--- src/verilog/mem_pkg.sv ---
/*
 * Shared widths, busy count and access size encoding for the memory side
 * Vector typedefs and the arbiter state enum
 */

package mem_pkg;

  // ************************************************************
  // Widths
  // ************************************************************
  localparam int ADDR_SIZE = 8;
  localparam int BYTE_SIZE = 8;
  localparam int DATA_SIZE = 32;
  localparam int LANES = DATA_SIZE / BYTE_SIZE;
  localparam int RAM_DEPTH = 2 ** ADDR_SIZE;

  // Cycles with ACK low after an accepted strobe
  localparam int BUSY_CYCLES = 3;
  localparam int BUSY_W = $clog2(BUSY_CYCLES + 1);

  // ************************************************************
  // Types
  // ************************************************************
  typedef logic [ADDR_SIZE-1:0] addr_t;
  typedef logic [DATA_SIZE-1:0] data_t;
  typedef logic [LANES-1:0] sel_t;
  typedef logic [BUSY_W-1:0] busy_cnt_t;

  // Access size where value 3 is illegal
  typedef logic [1:0] mem_size_t;
  localparam mem_size_t SIZE_BYTE = 2'd0;
  localparam mem_size_t SIZE_HALF = 2'd1;
  localparam mem_size_t SIZE_WORD = 2'd2;

  typedef enum logic [1:0] {
    ARB_IDLE,
    ARB_STROBE,
    ARB_BUSY,
    ARB_DONE
  } arb_state_t;

endpackage

--- src/verilog/load_store_align.sv ---
/*
 * Size decode into byte lane enables
 * Zero or sign extension of loaded bytes and halfwords
 */

module load_store_align (
  input  mem_pkg::mem_size_t ls_size,
  input  logic               ls_unsigned,
  output mem_pkg::sel_t      data_sel,
  input  mem_pkg::data_t     data_rdata,
  output mem_pkg::data_t     ls_rdata
);

  localparam int BW = mem_pkg::BYTE_SIZE;
  localparam int HW = 2 * mem_pkg::BYTE_SIZE;

  logic byte_sign;
  logic half_sign;

  // Fill bit is zero for unsigned loads
  assign byte_sign = !ls_unsigned && data_rdata[BW-1];
  assign half_sign = !ls_unsigned && data_rdata[HW-1];

  // ************************************************************
  // Lane enables
  // ************************************************************
  always_comb begin
    case (ls_size)
      mem_pkg::SIZE_BYTE: data_sel = 4'b0001;
      mem_pkg::SIZE_HALF: data_sel = 4'b0011;
      mem_pkg::SIZE_WORD: data_sel = 4'b1111;
      // Illegal size enables nothing
      default:            data_sel = '0;
    endcase
  end

  // ************************************************************
  // Load extension
  // ************************************************************
  always_comb begin
    case (ls_size)
      mem_pkg::SIZE_BYTE: begin
        ls_rdata = {{(mem_pkg::DATA_SIZE-BW){byte_sign}}, data_rdata[BW-1:0]};
      end
      mem_pkg::SIZE_HALF: begin
        ls_rdata = {{(mem_pkg::DATA_SIZE-HW){half_sign}}, data_rdata[HW-1:0]};
      end
      default: begin
        ls_rdata = data_rdata;
      end
    endcase
  end

endmodule

--- config.mk ---
export PLATFORM = sky130hd
export DESIGN_NAME = load_store_align
export DESIGN_NICKNAME = d
export VERILOG_FILES = /design/src/verilog/mem_pkg.sv /design/src/verilog/load_store_align.sv
export SDC_FILE = /design/constraint.sdc
export NUM_CORES = 1
export LEC_CHECK = 0
export BUFFER_PORTS_ARGS = -buffer_cell sky130_fd_sc_hd__clkbuf_2
export CAP_MARGIN = 20
export CORE_UTILIZATION = 29
export DETAILED_ROUTE_END_ITERATION = 7
export PLACE_DENSITY_LB_ADDON = 0.12
export SYNTH_ARGS = -nofsm -noshare
export SYNTH_HDL_FRONTEND = slang
export SYNTH_SLANG_ARGS = --single-unit
--- constraint.sdc ---
create_clock -name vclk -period 1.6
set_input_delay 0.24 -clock vclk [all_inputs]
set_output_delay 0.24 -clock vclk [all_outputs]
set_load 0.03 [all_outputs]
==> summary.md, run 1 <==
| Metric | Value |
|---|---|
| Status | `complete, no violations` |
| Count of pins over their slew limit | `0` |
| Syn avg cell area | `7.31 um2` |
| Part of the Yosys area used for sequential elements | `0` |
| RSZ-0062 raised after global routing | `true` |
| Hold crit path type | `primary input to primary output` |
| Die height | `between 30 and 40 um` |
| Most numerous cell on the critical path | `clkbuf_2` |
| Placement Setup Slack | `-0.0396 ns` |
| Static Leak | `0.423 nW` |
| Dpl hpwl | `about 930 um` |
| Starting DRC count in detailed routing | `7` |
| PnR worst setup slack | `roughly 0.086 ns` |
| Port Buffers | `57` |
| Antenna violations before repair | `0` |
| Total Die Area | `between 1500 and 2000 um2` |
| Critical path startpoint category | `primary input` |
| Busiest grt layer | `met2` |
| Yosys cell types | `12` |
| Vias in the first global route | `approximately 350` |
| Setup violators final | `0` |
| Placer Congestion | `0.664` |
| Starting Density | `0.314` |
| Sw frac | `0.638` |
| Largest net degree at the start of global routing | `17` |
| Critical path type | `primary input to primary output` |
| Drt total wl | `1120 um` |
| Delay-heaviest family, CP | `buffers and inverters` |
| # clk buffers | `0` |
| DRC errors left | `0` |
| Synth Instances | `56` |
| Met1 Resource Use GR | `0.180` |
| Drt first pass iters | `4` |
| Peak VDD IR | `around 0.00018 V` |
| Sequential standard cell area | `0 um2` |
| WP data required | `roughly 1.4 ns` |
| Hold slack final | `about 0.48 ns` |
| Via density | `4.57` |
| Critical path arrival | `around 1.3 ns` |
| Crit Path Max Fanout | `10` |
| Clk pwr share | `0` |
| Pwr per Cell Area | `approximately 480 nW/um2` |
| Max Clock Freq | `~660 MHz` |
| Fillers | `about 150` |
| Nets | `145` |
| Crit path cell chain | `clkbuf_2 > inv_1 > ha_2 > nor2_2 > buf_4 > o2bb2ai_1 > clkbuf_2` |
| Fin crit share | `0.946` |
| CP max stage cell | `ha_2` |
| Multi-input gate area | `approximately 280 um2` |
| CP Capture Type | `primary output` |
| Grt met2 use | `0.213` |
| # IOs | `71` |
| Diode count | `0` |
| Hold Fails Final Rpt | `0` |
| Synth-to-layout area growth | `66.4%` |
| Sequential cells | `0` |
| Worst slew pin tran | `about 0.23 ns` |
| Synthesized area | `409 um2` |
| Post-route ant nets | `0` |
| Fin crit period | `1.51 ns` |
| First-pass GRT wire length | `around 1500 um` |
| Yosys Warn Count | `0` |
| M3 GR Usage | `0.0114` |
| Total global-route track usage | `0.127` |
| Register share of total power | `0` |
| NetSw | `around 210 uW` |
| Total grt overflow | `0` |
| Max-cap violation count | `0` |
| Wire per inst | `about 9.4 um` |
| CP bufs+invs | `4` |
| Syn Nets | `95` |
| Max incr delay on CP | `0.22 ns` |
| Die width | `just under 40 um` |
| Cell Int Power | `approximately 120 uW` |
| Row cnt | `13` |
| Slew margin rel. | `0.849` |
| Share of layout cells above drive strength 1 | `0.625` |
| Combinational share of power | `1.000` |
| Core area | `about 1300 um2` |
| Vias after detailed routing | `544` |
-- cells by family (layout without fill, tap and decap cells) --
| logic type | count (synthesis) | in the layout | share of synthesized area |
|---|---|---|---|
| buffers and inverters | 24 | 72 | 0.333 |
| AOI/OAI and AO/OA | 25 | 25 | 0.492 |
| adders and majority gates | 4 | 4 | 0.122 |
| and+or+nand+nor | 3 | 3 | 0.0520 |
-- Yosys cell counts --
library cell  number  area [um2]
nand3b_1           1        7.51
inv_1             11        41.3
nor2_2             1        6.26
o2bb2ai_1         16         140
a22oi_4            1        21.3
buf_4             10        75.1
clkbuf_1           1        3.75
buf_2              1        5.00
buf_6              1        11.3
ha_1               4        50.1
o21ai_0            8        40.0
and2b_1            1        7.51
-- final timing paths --
kind,startpoint,to,slack (ns),cells after the start
worst max-delay path,ls_size[0],ls_rdata[21],0.09,7
worst min-delay path,data_rdata[0],ls_rdata[0],0.48,0
-- layer usage --
metal	share of wire	up-vias	wire [um]
met5	0	-	0
met4	0	0	0
met3	0.095	0	106
met2	0.51	25	577
met1	0.39	231	437
li1	-	288	-
-- repair_timing --
action | in CTS | in global routing
pin swaps | 1 | 0
buffers inserted | 1 | 0
hold buffers | 0 | 0
cloned | 0 | 0
resized for setup | 0 | 17
setup endpoints to repair | 16 | 24
hold endpoints to repair | 0 | 0
-- per-stage QoR --
| stage | cell area (um2) | utilization | power (mW) | setup TNS, ns | cells |
|---|---|---|---|---|---|
| after floorplan | 409 | - | 0.248 | -0.781 | 56 |
| after global placement | 641 | 0.492 | 0.309 | -0.192 | 118 |
| after detailed placement | 641 | 0.492 | 0.311 | -0.543 | 118 |
| after CTS | 661 | 0.508 | 0.320 | 0 | 119 |
| after global routing | 681 | 0.523 | 0.348 | -0.0601 | 119 |
| final | 681 | 0.523 | 0.326 | 0 | 119 |
-- final cells by class --
type	instances	share of cell area
Timing Repair Buffer	61	0.504
Inverter	11	0.0607
Multi-Input combinational cell	32	0.408
Tap cell	15	0.0276
-- power groups by stage --
stage,combinational [mW],clock [mW],sequential [mW]
after global placement,0.309,0,0
final,0.326,0,0
after detailed placement,0.311,0,0
after CTS,0.320,0,0
after global routing,0.348,0,0
after floorplan,0.248,0,0
-- layout by cell type (no fill, tap or decap), drive strengths merged --
master	synthesis	layout
clkbuf	1	48
o2bb2ai	16	16
buf	12	13
inv	11	11
o21ai	8	8
ha	4	4
nor2	1	1
a22oi	1	1
and2b	1	1
nand3b	1	1
Power figures use the tool's default switching activity.
==> run 2, diff against run 1 <==
--- a/config.mk
+++ b/config.mk
@@ -10,6 +10,7 @@
 export CORE_UTILIZATION = 29
 export DETAILED_ROUTE_END_ITERATION = 7
 export PLACE_DENSITY_LB_ADDON = 0.12
+export REMOVE_ABC_BUFFERS = 1
 export SYNTH_ARGS = -nofsm -noshare
 export SYNTH_HDL_FRONTEND = slang
 export SYNTH_SLANG_ARGS = --single-unit
==> constraint.sdc (replaced) <==
create_clock -name vclk -period 1.7
set_input_delay 0.255 -clock vclk [all_inputs]
set_output_delay 0.255 -clock vclk [all_outputs]
set_load 0.03 [all_outputs]
==> run 2 against run 1 <==
Against the previous run:
- clock-buffer cell count stayed put
- critical endpoint is now ls_rdata[31]
- combinational power down 7.4%
- hold slack better by 0.030 ns
- critical path depth is the same
==> summary.md, run 2 (synthesized netlist as in run 1, its figures left out) <==
| Metric | Value |
|---|---|
| Min-delay src | `data_rdata[1]` |
| CP Capture Type | `primary output` |
| Fillers | `149 (+2.1%)` |
| Critical path arrival | `1.36 ns (+0.09 ns)` |
| Drt total wl | `1220 um (+8.9%)` |
| Hold worst-path end | `ls_rdata[1]` |
| Vias after detailed routing | `564 (+3.7%)` |
| # IOs | `71 (unchanged)` |
| Die height | `39.6 um (unchanged)` |
| Critical path type | `primary input to primary output` |
| Drt first pass iters | `2 (-2)` |
| Count of pins over their slew limit | `0 (unchanged)` |
| Synth-to-layout area growth | `63.3%` |
| WP data required | `1.44 ns (+0.08 ns)` |
| Fin crit share | `0.953` |
| Total global-route track usage | `0.148 (+0.0210)` |
| CP max stage cell | `ha_1` |
| Most frequent cells in the layout | `clkbuf_2 (52), o2bb2ai_1 (16), inv_1 (11), o21ai_0 (8), buf_4 (5)` |
| PnR worst setup slack | `0.0806 ns (-0.00530 ns)` |
| Max-cap violation count | `0 (unchanged)` |
| Starting Density | `0.314 (unchanged)` |
| Slew margin rel. | `0.851 (+0.00184)` |
| Starting DRC count in detailed routing | `2 (-5)` |
| Largest net degree at the start of global routing | `17 (unchanged)` |
| Dpl cells | `118 (unchanged)` |
| Total Die Area | `1560 um2 (unchanged)` |
| Placer Congestion | `0.634 (-4.5%)` |
| DRC errors left | `0 (unchanged)` |
| Hold depth | `0 (unchanged)` |
| Most common cell after layout, fill and taps aside | `clkbuf_2` |
| Total Power | `302 uW (-7.3%)` |
| Antenna violations before repair | `0 (unchanged)` |
| Sequential standard cell area | `0 um2 (unchanged)` |
| Max incr delay on CP | `0.28 ns (+0.06 ns)` |
| Post-route ant nets | `0 (unchanged)` |
| Hold Fails Final Rpt | `0 (unchanged)` |
| Crit Path Max Fanout | `16 (+6)` |
| Final setup TNS | `0 ns (unchanged)` |
| Core area | `1300 um2 (unchanged)` |
| Crit path cell chain | `clkbuf_2 > inv_1 > ha_1 > a22oi_4 > buf_12 > o2bb2ai_1 > clkbuf_2` |
| Port Buffers | `57 (unchanged)` |
| Peak VDD IR | `0.000182 V (+2.7%)` |
| Most numerous cell on the critical path | `clkbuf_2` |
| Diode count | `0 (unchanged)` |
| Status | `complete, no violations` |
| Nets | `145 (unchanged)` |
| Dpl hpwl | `1060 um (+14%)` |
| Critical path startpoint category | `primary input` |
| Sequential cells | `0 (unchanged)` |
| Wire per inst | `10.3 um (+8.9%)` |
| # clk buffers | `0 (unchanged)` |
| First-pass GRT wire length | `1680 um (+15%)` |
| Placement Setup Slack | `0.000419 ns (+0.0400 ns)` |
| Max Clock Freq | `618 MHz` |
| Setup violators final | `0 (unchanged)` |
| Via density | `4.74 (+3.7%)` |
| Fin crit period | `around 1.6 ns` |
| Die width | `39.6 um (unchanged)` |
| Post-route insts no fill | `119 (unchanged)` |
| Vias in the first global route | `413 (+17%)` |
| Hold crit path type | `primary input to primary output` |
| Worst slew pin tran | `0.223 ns (-0.00207 ns)` |
| Share of layout cells above drive strength 1 | `0.615 (-0.00962)` |
| Pwr per Cell Area | `452 nW/um2 (-5.5%)` |
| Total grt overflow | `0 (unchanged)` |
| Row cnt | `13 (unchanged)` |
| Multi-input gate area | `275 um2 (-0.90%)` |
| Static Leak | `0.422 nW (-0.30%)` |
==> run 2: layer usage <==
metal  vias up  global-route usage  wire, um
met3         0              0.0511       181
met1       235               0.173       441
met4         0                   0         0
met2        43               0.270       598
li1        286                   -         -
met5         -                   0         0
==> run 2: worst max-delay path: cells and delay by family <==
kind,cells,cell delay [ns]
compound gates,2,0.26
fa+ha+maj,1,0.28
buf+inv,4,0.56
==> run 2: power breakdown <==
part	switching (mW)	internal [mW]
Clock	0	0
Combinational	0.196	0.106
Sequential	0	0
==> run 2: how the worst max path moves through the flow <==
| stage | slack (ns) | start | cells after the start | to |
|---|---|---|---|---|
| after floorplan | -0.03 | ls_size[1] | 4 | ls_rdata[10] |
| after global placement | 0.04 | ls_size[0] | 6 | ls_rdata[31] |
| after detailed placement | 0.0004 | ls_size[0] | 6 | ls_rdata[31] |
| after CTS | 0.07 | ls_size[0] | 6 | ls_rdata[10] |
| after global routing | -0.003 | ls_size[0] | 7 | ls_rdata[26] |
| final | 0.08 | ls_size[0] | 7 | ls_rdata[31] |
==> run 2: cell type report <==
cell class	count	share of cell area
repair buffers	61	0.498
well taps	15	0.0281
inverters	11	0.0618
multi-input cells	32	0.412
==> run 2: what timing repair did <==
item	CTS	global route
resized for setup	0	8
cloned	0	0
endpoints found under the setup margin	1	8
hold buffers	0	0
setup buffers	1	0
pin swaps	1	0
==> run 2: through the flow <==
step / area (um2) / utilization / hold WS [ns]
after floorplan: 314 / - / 0.510
after global placement: 641 / 0.492 / 0.510
after detailed placement: 641 / 0.492 / 0.510
after CTS: 661 / 0.508 / 0.510
after global routing: 668 / 0.513 / 0.510
final: 668 / 0.513 / 0.510
