`src/verilog/mem_pkg.sv`:
```
/*
 * Shared widths, busy count and access size encoding for the memory side
 * Vector typedefs and the arbiter state enum
 */

package mem_pkg;

  // ************************************************************
  // Widths
  // ************************************************************
  localparam int ADDR_SIZE = 8;
  localparam int BYTE_SIZE = 8;
  localparam int DATA_SIZE = 32;
  localparam int LANES = DATA_SIZE / BYTE_SIZE;
  localparam int RAM_DEPTH = 2 ** ADDR_SIZE;

  // Cycles with ACK low after an accepted strobe
  localparam int BUSY_CYCLES = 3;
  localparam int BUSY_W = $clog2(BUSY_CYCLES + 1);

  // ************************************************************
  // Types
  // ************************************************************
  typedef logic [ADDR_SIZE-1:0] addr_t;
  typedef logic [DATA_SIZE-1:0] data_t;
  typedef logic [LANES-1:0] sel_t;
  typedef logic [BUSY_W-1:0] busy_cnt_t;

  // Access size where value 3 is illegal
  typedef logic [1:0] mem_size_t;
  localparam mem_size_t SIZE_BYTE = 2'd0;
  localparam mem_size_t SIZE_HALF = 2'd1;
  localparam mem_size_t SIZE_WORD = 2'd2;

  typedef enum logic [1:0] {
    ARB_IDLE,
    ARB_STROBE,
    ARB_BUSY,
    ARB_DONE
  } arb_state_t;

endpackage

```
`src/verilog/mem_arbiter.sv`:
```
/*
 * Fixed-priority arbiter between load/store and fetch
 * One access in flight, strobe issue and per-port done pulses
 */

module mem_arbiter (
  input  logic           CLK_I,
  input  logic           rst_n,
  // Fetch port
  input  logic           fetch_req,
  input  mem_pkg::addr_t fetch_adr,
  output logic           fetch_done,
  output mem_pkg::data_t fetch_data,
  // Load/store port
  input  logic           data_req,
  input  logic           data_we,
  input  mem_pkg::addr_t data_adr,
  input  mem_pkg::sel_t  data_sel,
  input  mem_pkg::data_t data_wdata,
  output logic           data_done,
  output mem_pkg::data_t data_rdata,
  // RAM side
  output logic           ram_stb,
  output logic           ram_we,
  output mem_pkg::addr_t ram_adr,
  output mem_pkg::sel_t  ram_sel,
  output mem_pkg::data_t ram_wdata,
  input  mem_pkg::data_t ram_rdata,
  input  logic           ram_ack
);

  mem_pkg::arb_state_t state;
  mem_pkg::arb_state_t state_next;

  logic           sample;
  logic           grant_ls;
  logic           acc_we;
  mem_pkg::addr_t acc_adr;
  mem_pkg::sel_t  acc_sel;
  mem_pkg::data_t acc_wdata;

  assign sample = (state == mem_pkg::ARB_IDLE) && ram_ack && (data_req || fetch_req);

  // ************************************************************
  // FSM
  // ************************************************************
  always_comb begin
    state_next = state;
    case (state)
      mem_pkg::ARB_IDLE: begin
        if (sample) begin
          state_next = mem_pkg::ARB_STROBE;
        end
      end
      mem_pkg::ARB_STROBE: state_next = mem_pkg::ARB_BUSY;
      mem_pkg::ARB_BUSY: begin
        if (ram_ack) begin
          state_next = mem_pkg::ARB_DONE;
        end
      end
      default: state_next = mem_pkg::ARB_IDLE;
    endcase
  end

  always_ff @(posedge CLK_I or negedge rst_n) begin
    if (!rst_n) begin
      state    <= mem_pkg::ARB_IDLE;
      grant_ls <= 1'b0;
    end else begin
      state <= state_next;
      // Load/store wins when both ask
      if (sample) begin
        grant_ls <= data_req;
      end
    end
  end

  // Latch the granted access
  always_ff @(posedge CLK_I) begin
    if (sample) begin
      if (data_req) begin
        acc_we    <= data_we;
        acc_adr   <= data_adr;
        acc_sel   <= data_sel;
        acc_wdata <= data_wdata;
      end else begin
        acc_we    <= 1'b0;
        acc_adr   <= fetch_adr;
        acc_sel   <= '1;
        acc_wdata <= '0;
      end
    end
  end

  assign ram_stb   = (state == mem_pkg::ARB_STROBE);
  assign ram_we    = acc_we;
  assign ram_adr   = acc_adr;
  assign ram_sel   = acc_sel;
  assign ram_wdata = acc_wdata;

  // ************************************************************
  // Completion
  // ************************************************************
  always_ff @(posedge CLK_I or negedge rst_n) begin
    if (!rst_n) begin
      fetch_done <= 1'b0;
      data_done  <= 1'b0;
    end else begin
      fetch_done <= (state == mem_pkg::ARB_DONE) && !grant_ls;
      data_done  <= (state == mem_pkg::ARB_DONE) && grant_ls;
    end
  end

  // Read data lands together with the done pulse
  always_ff @(posedge CLK_I) begin
    if (state == mem_pkg::ARB_DONE) begin
      if (!grant_ls) begin
        fetch_data <= ram_rdata;
      end else if (!acc_we) begin
        data_rdata <= ram_rdata;
      end
    end
  end

  a_stb_single : assert property (
    @(posedge CLK_I) disable iff (!rst_n)
    ram_stb |-> ram_ack ##1 !ram_stb
  );

  // RAM goes busy after every strobe it was given
  a_stb_accepted : assert property (
    @(posedge CLK_I) disable iff (!rst_n)
    ram_stb |=> !ram_ack
  );

  // Lane mask from the size decoder reflects a legal size
  a_size_legal : assert property (
    @(posedge CLK_I) disable iff (!rst_n)
    data_req |-> data_sel inside {4'b0001, 4'b0011, 4'b1111}
  );

endmodule

```
`config.mk`:
```
export PLATFORM = sky130hd
export DESIGN_NAME = mem_arbiter
export DESIGN_NICKNAME = d
export VERILOG_FILES = /design/src/verilog/mem_pkg.sv /design/src/verilog/mem_arbiter.sv
export SDC_FILE = /design/constraint.sdc
export NUM_CORES = 1
export LEC_CHECK = 0
export ABC_AREA = 1
export BUFFER_PORTS_ARGS = -buffer_cell sky130_fd_sc_hd__clkbuf_2
export CAP_MARGIN = 20
export CORE_MARGIN = 1.5
export CORE_UTILIZATION = 48
export CTS_BUF_LIST = sky130_fd_sc_hd__clkbuf_16
export DETAILED_ROUTE_END_ITERATION = 12
export GPL_TIMING_DRIVEN = 0
export HOLD_SLACK_MARGIN = 0.1
export PLACE_DENSITY = 0.84
export SLEW_MARGIN = 0
export SYNTH_ARGS = -nofsm -noshare
export SYNTH_HDL_FRONTEND = slang
export SYNTH_SLANG_ARGS = --single-unit
```
`constraint.sdc`:
```
create_clock -name CLK_I -period 5.45 [get_ports CLK_I]
set_clock_uncertainty 0.2 [all_clocks]
set_input_delay 0.545 -clock CLK_I [delete_from_list [all_inputs] [get_ports CLK_I]]
set_output_delay 0.545 -clock CLK_I [all_outputs]
set_load 0.01 [all_outputs]
```
==> impl_metrics.ini, run 1 <==
[timing]
fin_crit_ns = 2.17
hold_ws_ns = 0.138
rsz0062_at_grt = no
worst_slew_pin_slew_ns = 0.919
max_slew_margin_pct = 38.6
min_period_over_period_pct = 39.9
hold_viol_final = 0
fmax_mhz = 460
slew_violations = 0
setup-violations-final = 0
finalSetupTns_ns = 0

[pwr]
sw_frac_of_total_pct = 25.2
p_leak_nw = 2.74
combPwrFrac_pct = 13.7
p_seq_share_pct = 44.2
p_int_mw = 1.98
max-vdd-ir-drop_v = 0.000281
p_switching_mw = 0.666
p_clk_share_pct = 42.1
p_total_mw = 2.64
power_density_nw_per_um2 = 459

[clocking]
cts_setup_buffers = 0
clock_latency_ns = 0.40
htreeDepth = 4
tritoncts = built
hold_buffers = 1
cts_root_buf = clkbuf_16
clock_sinks = 114
clockBufferDepth = 2
cts_resized = 0
clk_pin_slew_ns = 0.06
cts_buffers = 17

[drt]
avgRoutedWirePerCell_um = 15.2
firstDrtPassIters = 5
drc_errors = 0
wirelength_um = 8790
drt_iter0_drc = 96
num_vias = 2671
vias_per_cell = 4.62
ant_nets = 0

[finish]
syn_to_final_growth_pct = 45.3
finalNonFillerCells = 578
layout-drive-gt1-share_pct = 51.3
num_antenna_cells = 0
final.fill_count = 515
final_nets = 557

[place]
gp_congestion = 0.789
dpl.cell_count = 545
dp_hpwl_um = 6620
portBuffers = 200

[run_status]
status = finished, final reports clean

[worst_setup_path]
worstPathRequired_ns = 5.34
crit_type = flip-flop to flip-flop
cp_max_fo = 24
cp-end-kind = flip-flop
critPathArrivalTime_ns = 2.07
cp-start-kind = flip-flop

[die]
core_area_sq_um = 7850
io_pins = 202
die_w_um = 93.8
fp.dieH_um = 93.8
die_area_sq_um = 8800
std_cell_rows = 32
initial_core_util_pct = 50.5

[run]
maxCapViolations = 0

[yosys]
ys_warn_count = 0
syn_area_sq_um = 3960
syn_nets = 336
ys_seq_area_share_pct = 85.8
synthDistinctLibCells = 15
synth_seq_cells = 114
synthCells = 242
avgSynthCellArea_sq_um = 16.4

[global_route]
first_global_vias = 2625
grt_start_max_net_pins = 34
grt_usage_pct = 20.8
grt_overflow_total = 0
antenna_found_initial = 0
grt_pass1_wl_um = 12900

[hold_path]
hp-class = input port to flip-flop
==> synth_stat cells <==
cell	number	share of area, %
nor2_1	3	0.28
inv_1	38	3.6
nand2_1	65	6.2
dfrtp_1	5	3.2
or2_1	4	0.63
or2_2	1	0.16
buf_6	2	0.57
nand3_1	2	0.25
edfxtp_1	109	83
ha_1	4	1.3
nor2_4	1	0.28
o21ai_0	2	0.25
inv_2	1	0.095
buf_2	4	0.51
o21ai_1	1	0.13
==> cell usage in the layout, fill, tap and decap left out, types with 2 or more instances in the layout <==
cell type,n
clkbuf_2,200
edfxtp_1,109
nand2_1,65
inv_1,38
clkbuf_16,17
dfrtp_1,5
buf_2,4
nor2_4,4
or2_1,4
ha_1,4
clkinvlp_4,4
inv_6,3
clkinv_4,3
bufinv_16,3
buf_6,2
o21ai_0,2
nand3_1,2
==> layer usage <==
metal | global-route usage [%] | vias to the layer above | wire length, um
li1 | - | 1259 | -
met1 | 22.8 | 1228 | 3200
met2 | 35.1 | 175 | 4540
met3 | 9.14 | 9 | 939
met4 | 8.71 | 0 | 107
met5 | 0 | - | 0
==> layout make-up <==
class / count / area [sq um] / share of cell area, %
timing repair buffer: 202 / 1040 / 18.0
sequential: 114 / 3400 / 59.0
clock inverter: 15 / 181 / 3.15
multi-input combinational: 83 / 395 / 6.87
inverter: 39 / 146 / 2.54
buffer: 6 / 42.5 / 0.739
tap: 102 / 128 / 2.22
clock buffer: 17 / 425 / 7.39
==> logic make-up after synthesis <==
logic type / count (synthesis) / synth area share [%]
AO/OA/AOI/OAI: 3 / 0.379
adder cells (fa/ha/maj): 4 / 1.26
buffers and inverters: 45 / 4.77
flip-flops: 114 / 85.8
AND/OR/NAND/NOR: 76 / 7.77
==> through the flow <==
| step | setup WS (ns) | util [%] | cell area (sq um) |
|---|---|---|---|
| after global routing | 3.15 | 73.3 | 5760 |
| after floorplan | 2.16 | - | 3960 |
| final | 3.28 | 73.3 | 5760 |
| after CTS | 3.27 | 73.3 | 5760 |
| after global placement | 1.48 | 64.8 | 5090 |
| after detailed placement | 3.29 | 65.5 | 5140 |
==> sequential cells by signal (all words and copies together), names as in the netlist <==
name	flops
fetch_done	1
ram_sel	4
ram_we	1
fetch_data	32
grant_ls	1
ram_wdata	32
data_rdata	32
data_done	1
ram_adr	8
state	2
==> power groups by stage <==
stage,sequential (mW),clock [mW],combinational [mW]
floorplan,1.23,0,0.117
global placement,1.18,0,0.331
detailed placement,1.18,0,0.364
CTS,1.17,1.13,0.366
global route,1.18,1.17,0.401
finish,1.17,1.11,0.362
==> critical path, stage by stage, from the launching register on <==
cell and delay [ns]:
dfrtp_1 0.42, inv_1 0.10, ha_1 0.20, nand2_1 0.13, nor2_4 0.56, buf_16 0.25
==> final timing paths <==
| check | start | endpoint | slack (ns) | depth (start not counted) |
|---|---|---|---|---|
| worst max-delay path | state[0] | ram_wdata[30] | 3.28 | 5 |
| worst min-delay path | ram_rdata[9] | fetch_data[9] | 0.14 | 1 |
| worst max register to register | state[0] | ram_wdata[30] | 3.28 | 5 |
| worst min register to register | state[1] | state[1] | 0.35 | 2 |
| max in group asynchronous | rst_n | fetch_done | 4.60 | 2 |
| min in group asynchronous | rst_n | state[1] | 0.31 | 2 |
Note: power is estimated with default switching activity, not from simulation.
==> run 2: changes to the inputs <==
--- a/config.mk
+++ b/config.mk
@@ -9,12 +9,12 @@
 export BUFFER_PORTS_ARGS = -buffer_cell sky130_fd_sc_hd__clkbuf_2
 export CAP_MARGIN = 20
 export CORE_MARGIN = 1.5
-export CORE_UTILIZATION = 48
+export CORE_UTILIZATION = 45
 export CTS_BUF_LIST = sky130_fd_sc_hd__clkbuf_16
 export DETAILED_ROUTE_END_ITERATION = 12
 export GPL_TIMING_DRIVEN = 0
 export HOLD_SLACK_MARGIN = 0.1
-export PLACE_DENSITY = 0.84
+export PLACE_DENSITY = 0.79
 export SLEW_MARGIN = 0
 export SYNTH_ARGS = -nofsm -noshare
 export SYNTH_HDL_FRONTEND = slang
==> constraint.sdc (replaced) <==
create_clock -name CLK_I -period 2.15 [get_ports CLK_I]
set_clock_uncertainty 0.2 [all_clocks]
set_input_delay 0.215 -clock CLK_I [delete_from_list [all_inputs] [get_ports CLK_I]]
set_output_delay 0.215 -clock CLK_I [all_outputs]
set_load 0.01 [all_outputs]
==> impl_metrics.ini, run 2 (synthesis results as in run 1) <==
[timing]
min_period_over_period_pct = 97.0
max_slew_margin_pct = 38.2
slew_violations = 0
finalSetupTns_ns = 0
setup-violations-final = 0
rsz0062_at_grt = no
fin_crit_ns = 2.08
hold_viol_final = 0
fmax_mhz = 480
worst_slew_pin_slew_ns = 0.925
postLayoutSetupSlackWorst_ns = 0.0651

[place]
gp_congestion = 0.772
place_area_sq_um = 5150
dp_hpwl_um = 6140
dpl.cell_count = 551
preCtsSetupSlack_ns = -0.131
portBuffers = 200

[worst_setup_path]
critical-path-top-delay-family = buffers and inverters
path_cells = inv_1 > ha_1 > nand2_2 > o21ai_0 > dlygate4sd3_1 > o21ai_1
worstPathRequired_ns = 2.24
cp-end-kind = flip-flop
cp-start-kind = flip-flop
crit_type = flip-flop to flip-flop
cp_max_fo = 4
path_buf_inv = 2
critPathArrivalTime_ns = 2.17
cp_slowest_cell = dlygate4sd3_1
critPathMaxStageDelay_ns = 0.60

[clocking]
htreeDepth = 4
clock_latency_ns = 0.40
clock_sinks = 114
cts_buffers = 17
tritoncts = built
clockBufferDepth = 2
clk_pin_slew_ns = 0.06
cts_root_buf = clkbuf_16

[drt]
drc_errors = 0
firstDrtPassIters = 4
route.met3.wl_um = 896
wl_met2_um = 5670
vias_per_cell = 4.52
wirelength_um = 10700
avgRoutedWirePerCell_um = 15.7
drt_iter0_drc = 118
wl_met1_um = 3910
ant_nets = 0
highest-signal-layer = met4
num_vias = 3083

[global_route]
grt_overflow_total = 0
grt_pass1_wl_um = 16700
grt_start_max_net_pins = 34
antenna_found_initial = 0
grt_usage_pct = 23.8
first_global_vias = 3346

[finish]
final.fill_count = 504
layout-drive-gt1-share_pct = 43.4
finalNonFillerCells = 682
multi_input_area_sq_um = 409
stdcell_area_sq_um = 6750
layout_commonest_cell = clkbuf_2
final_core_util_pct = 78.2
syn_to_final_growth_pct = 70.5
regArea_sq_um = 3400
num_antenna_cells = 0
mostFrequentLayoutCells = 200 x clkbuf_2, 109 x edfxtp_1, 95 x dlygate4sd3_1
final_nets = 655

[die]
core_area_sq_um = 8640
io_pins = 202
die_w_um = 96.8
die_area_sq_um = 9370
fp.dieH_um = 96.8
std_cell_rows = 34
initial_core_util_pct = 45.9

[run]
maxCapViolations = 0

[run_status]
status = finished, final reports clean

[pwr]
max-vdd-ir-drop_v = 0.000596
power_density_nw_per_um2 = 1030
p_leak_nw = 3.16

[hold_path]
hp-class = flip-flop to flip-flop
[run 2: changes by cell type in the layout (fill, tap and decap cells not counted)]
cell           delta
dlygate4sd3_1    +94
clkinvlp_4        -3
buf_4             +2
clkinv_4          +2
buf_12            +1
clkinv_2          +1
nand2_1           -1
nand2_2           +1
nor2_4            +1
[run 2: cell type report]
class	instances	area share, %
Sequential cell	114	50.3
Buffer	6	0.630
Multi-Input combinational cell	84	6.06
Clock buffer	17	6.30
Timing Repair Buffer	299	29.8
Inverter	39	2.17
Tap cell	108	2.00
Clock inverter	15	2.69
[run 2: stage by stage]
step,power (mW),hold WS [ns]
after floorplan,3.42,-0.281
after global placement,3.84,-0.159
after detailed placement,3.92,-0.153
after CTS,6.95,0.328
after global routing,7.21,0.336
final,6.94,0.345
[run 2: worst reg2reg max path, cell delays in order, from the launching register on]
cell	delay (ns)
dfrtp_1	0.43
inv_1	0.10
ha_1	0.22
nand2_2	0.14
o21ai_0	0.22
dlygate4sd3_1	0.60
o21ai_1	0.07
[run 2: power by group]
group	internal, mW	switching, mW	total, mW
registers	2.84	0.117	2.95
clock network	1.83	1.01	2.85
logic	0.501	0.643	1.14
total	5.17	1.77	6.94
[run 2: repair_timing]
action,CTS,global route
setup endpoints to repair,19,34
resized for setup,0,2
pin swaps,1,1
hold endpoints to repair,117,0
hold buffers,96,0
gates cloned,1,0
buffers inserted,0,3
[run 2: worst paths after layout]
kind                       slack, ns  depth (start not counted)        end  startpoint
max                             0.07                          6   grant_ls    state[1]
min                             0.34                          2   state[0]    state[0]
max reg2reg                     0.07                          6   grant_ls    state[1]
min reg2reg                     0.34                          2   state[0]    state[0]
max in group asynchronous       0.95                          3  data_done       rst_n
min in group asynchronous       0.56                          3   state[0]       rst_n
[run 2: routing by layer]
metal	GRT usage (%)	vias to the layer above
li1	-	1455
met2	41.2	173
met1	25.3	1439
met3	10.1	16
met5	0	-
met4	10.6	0
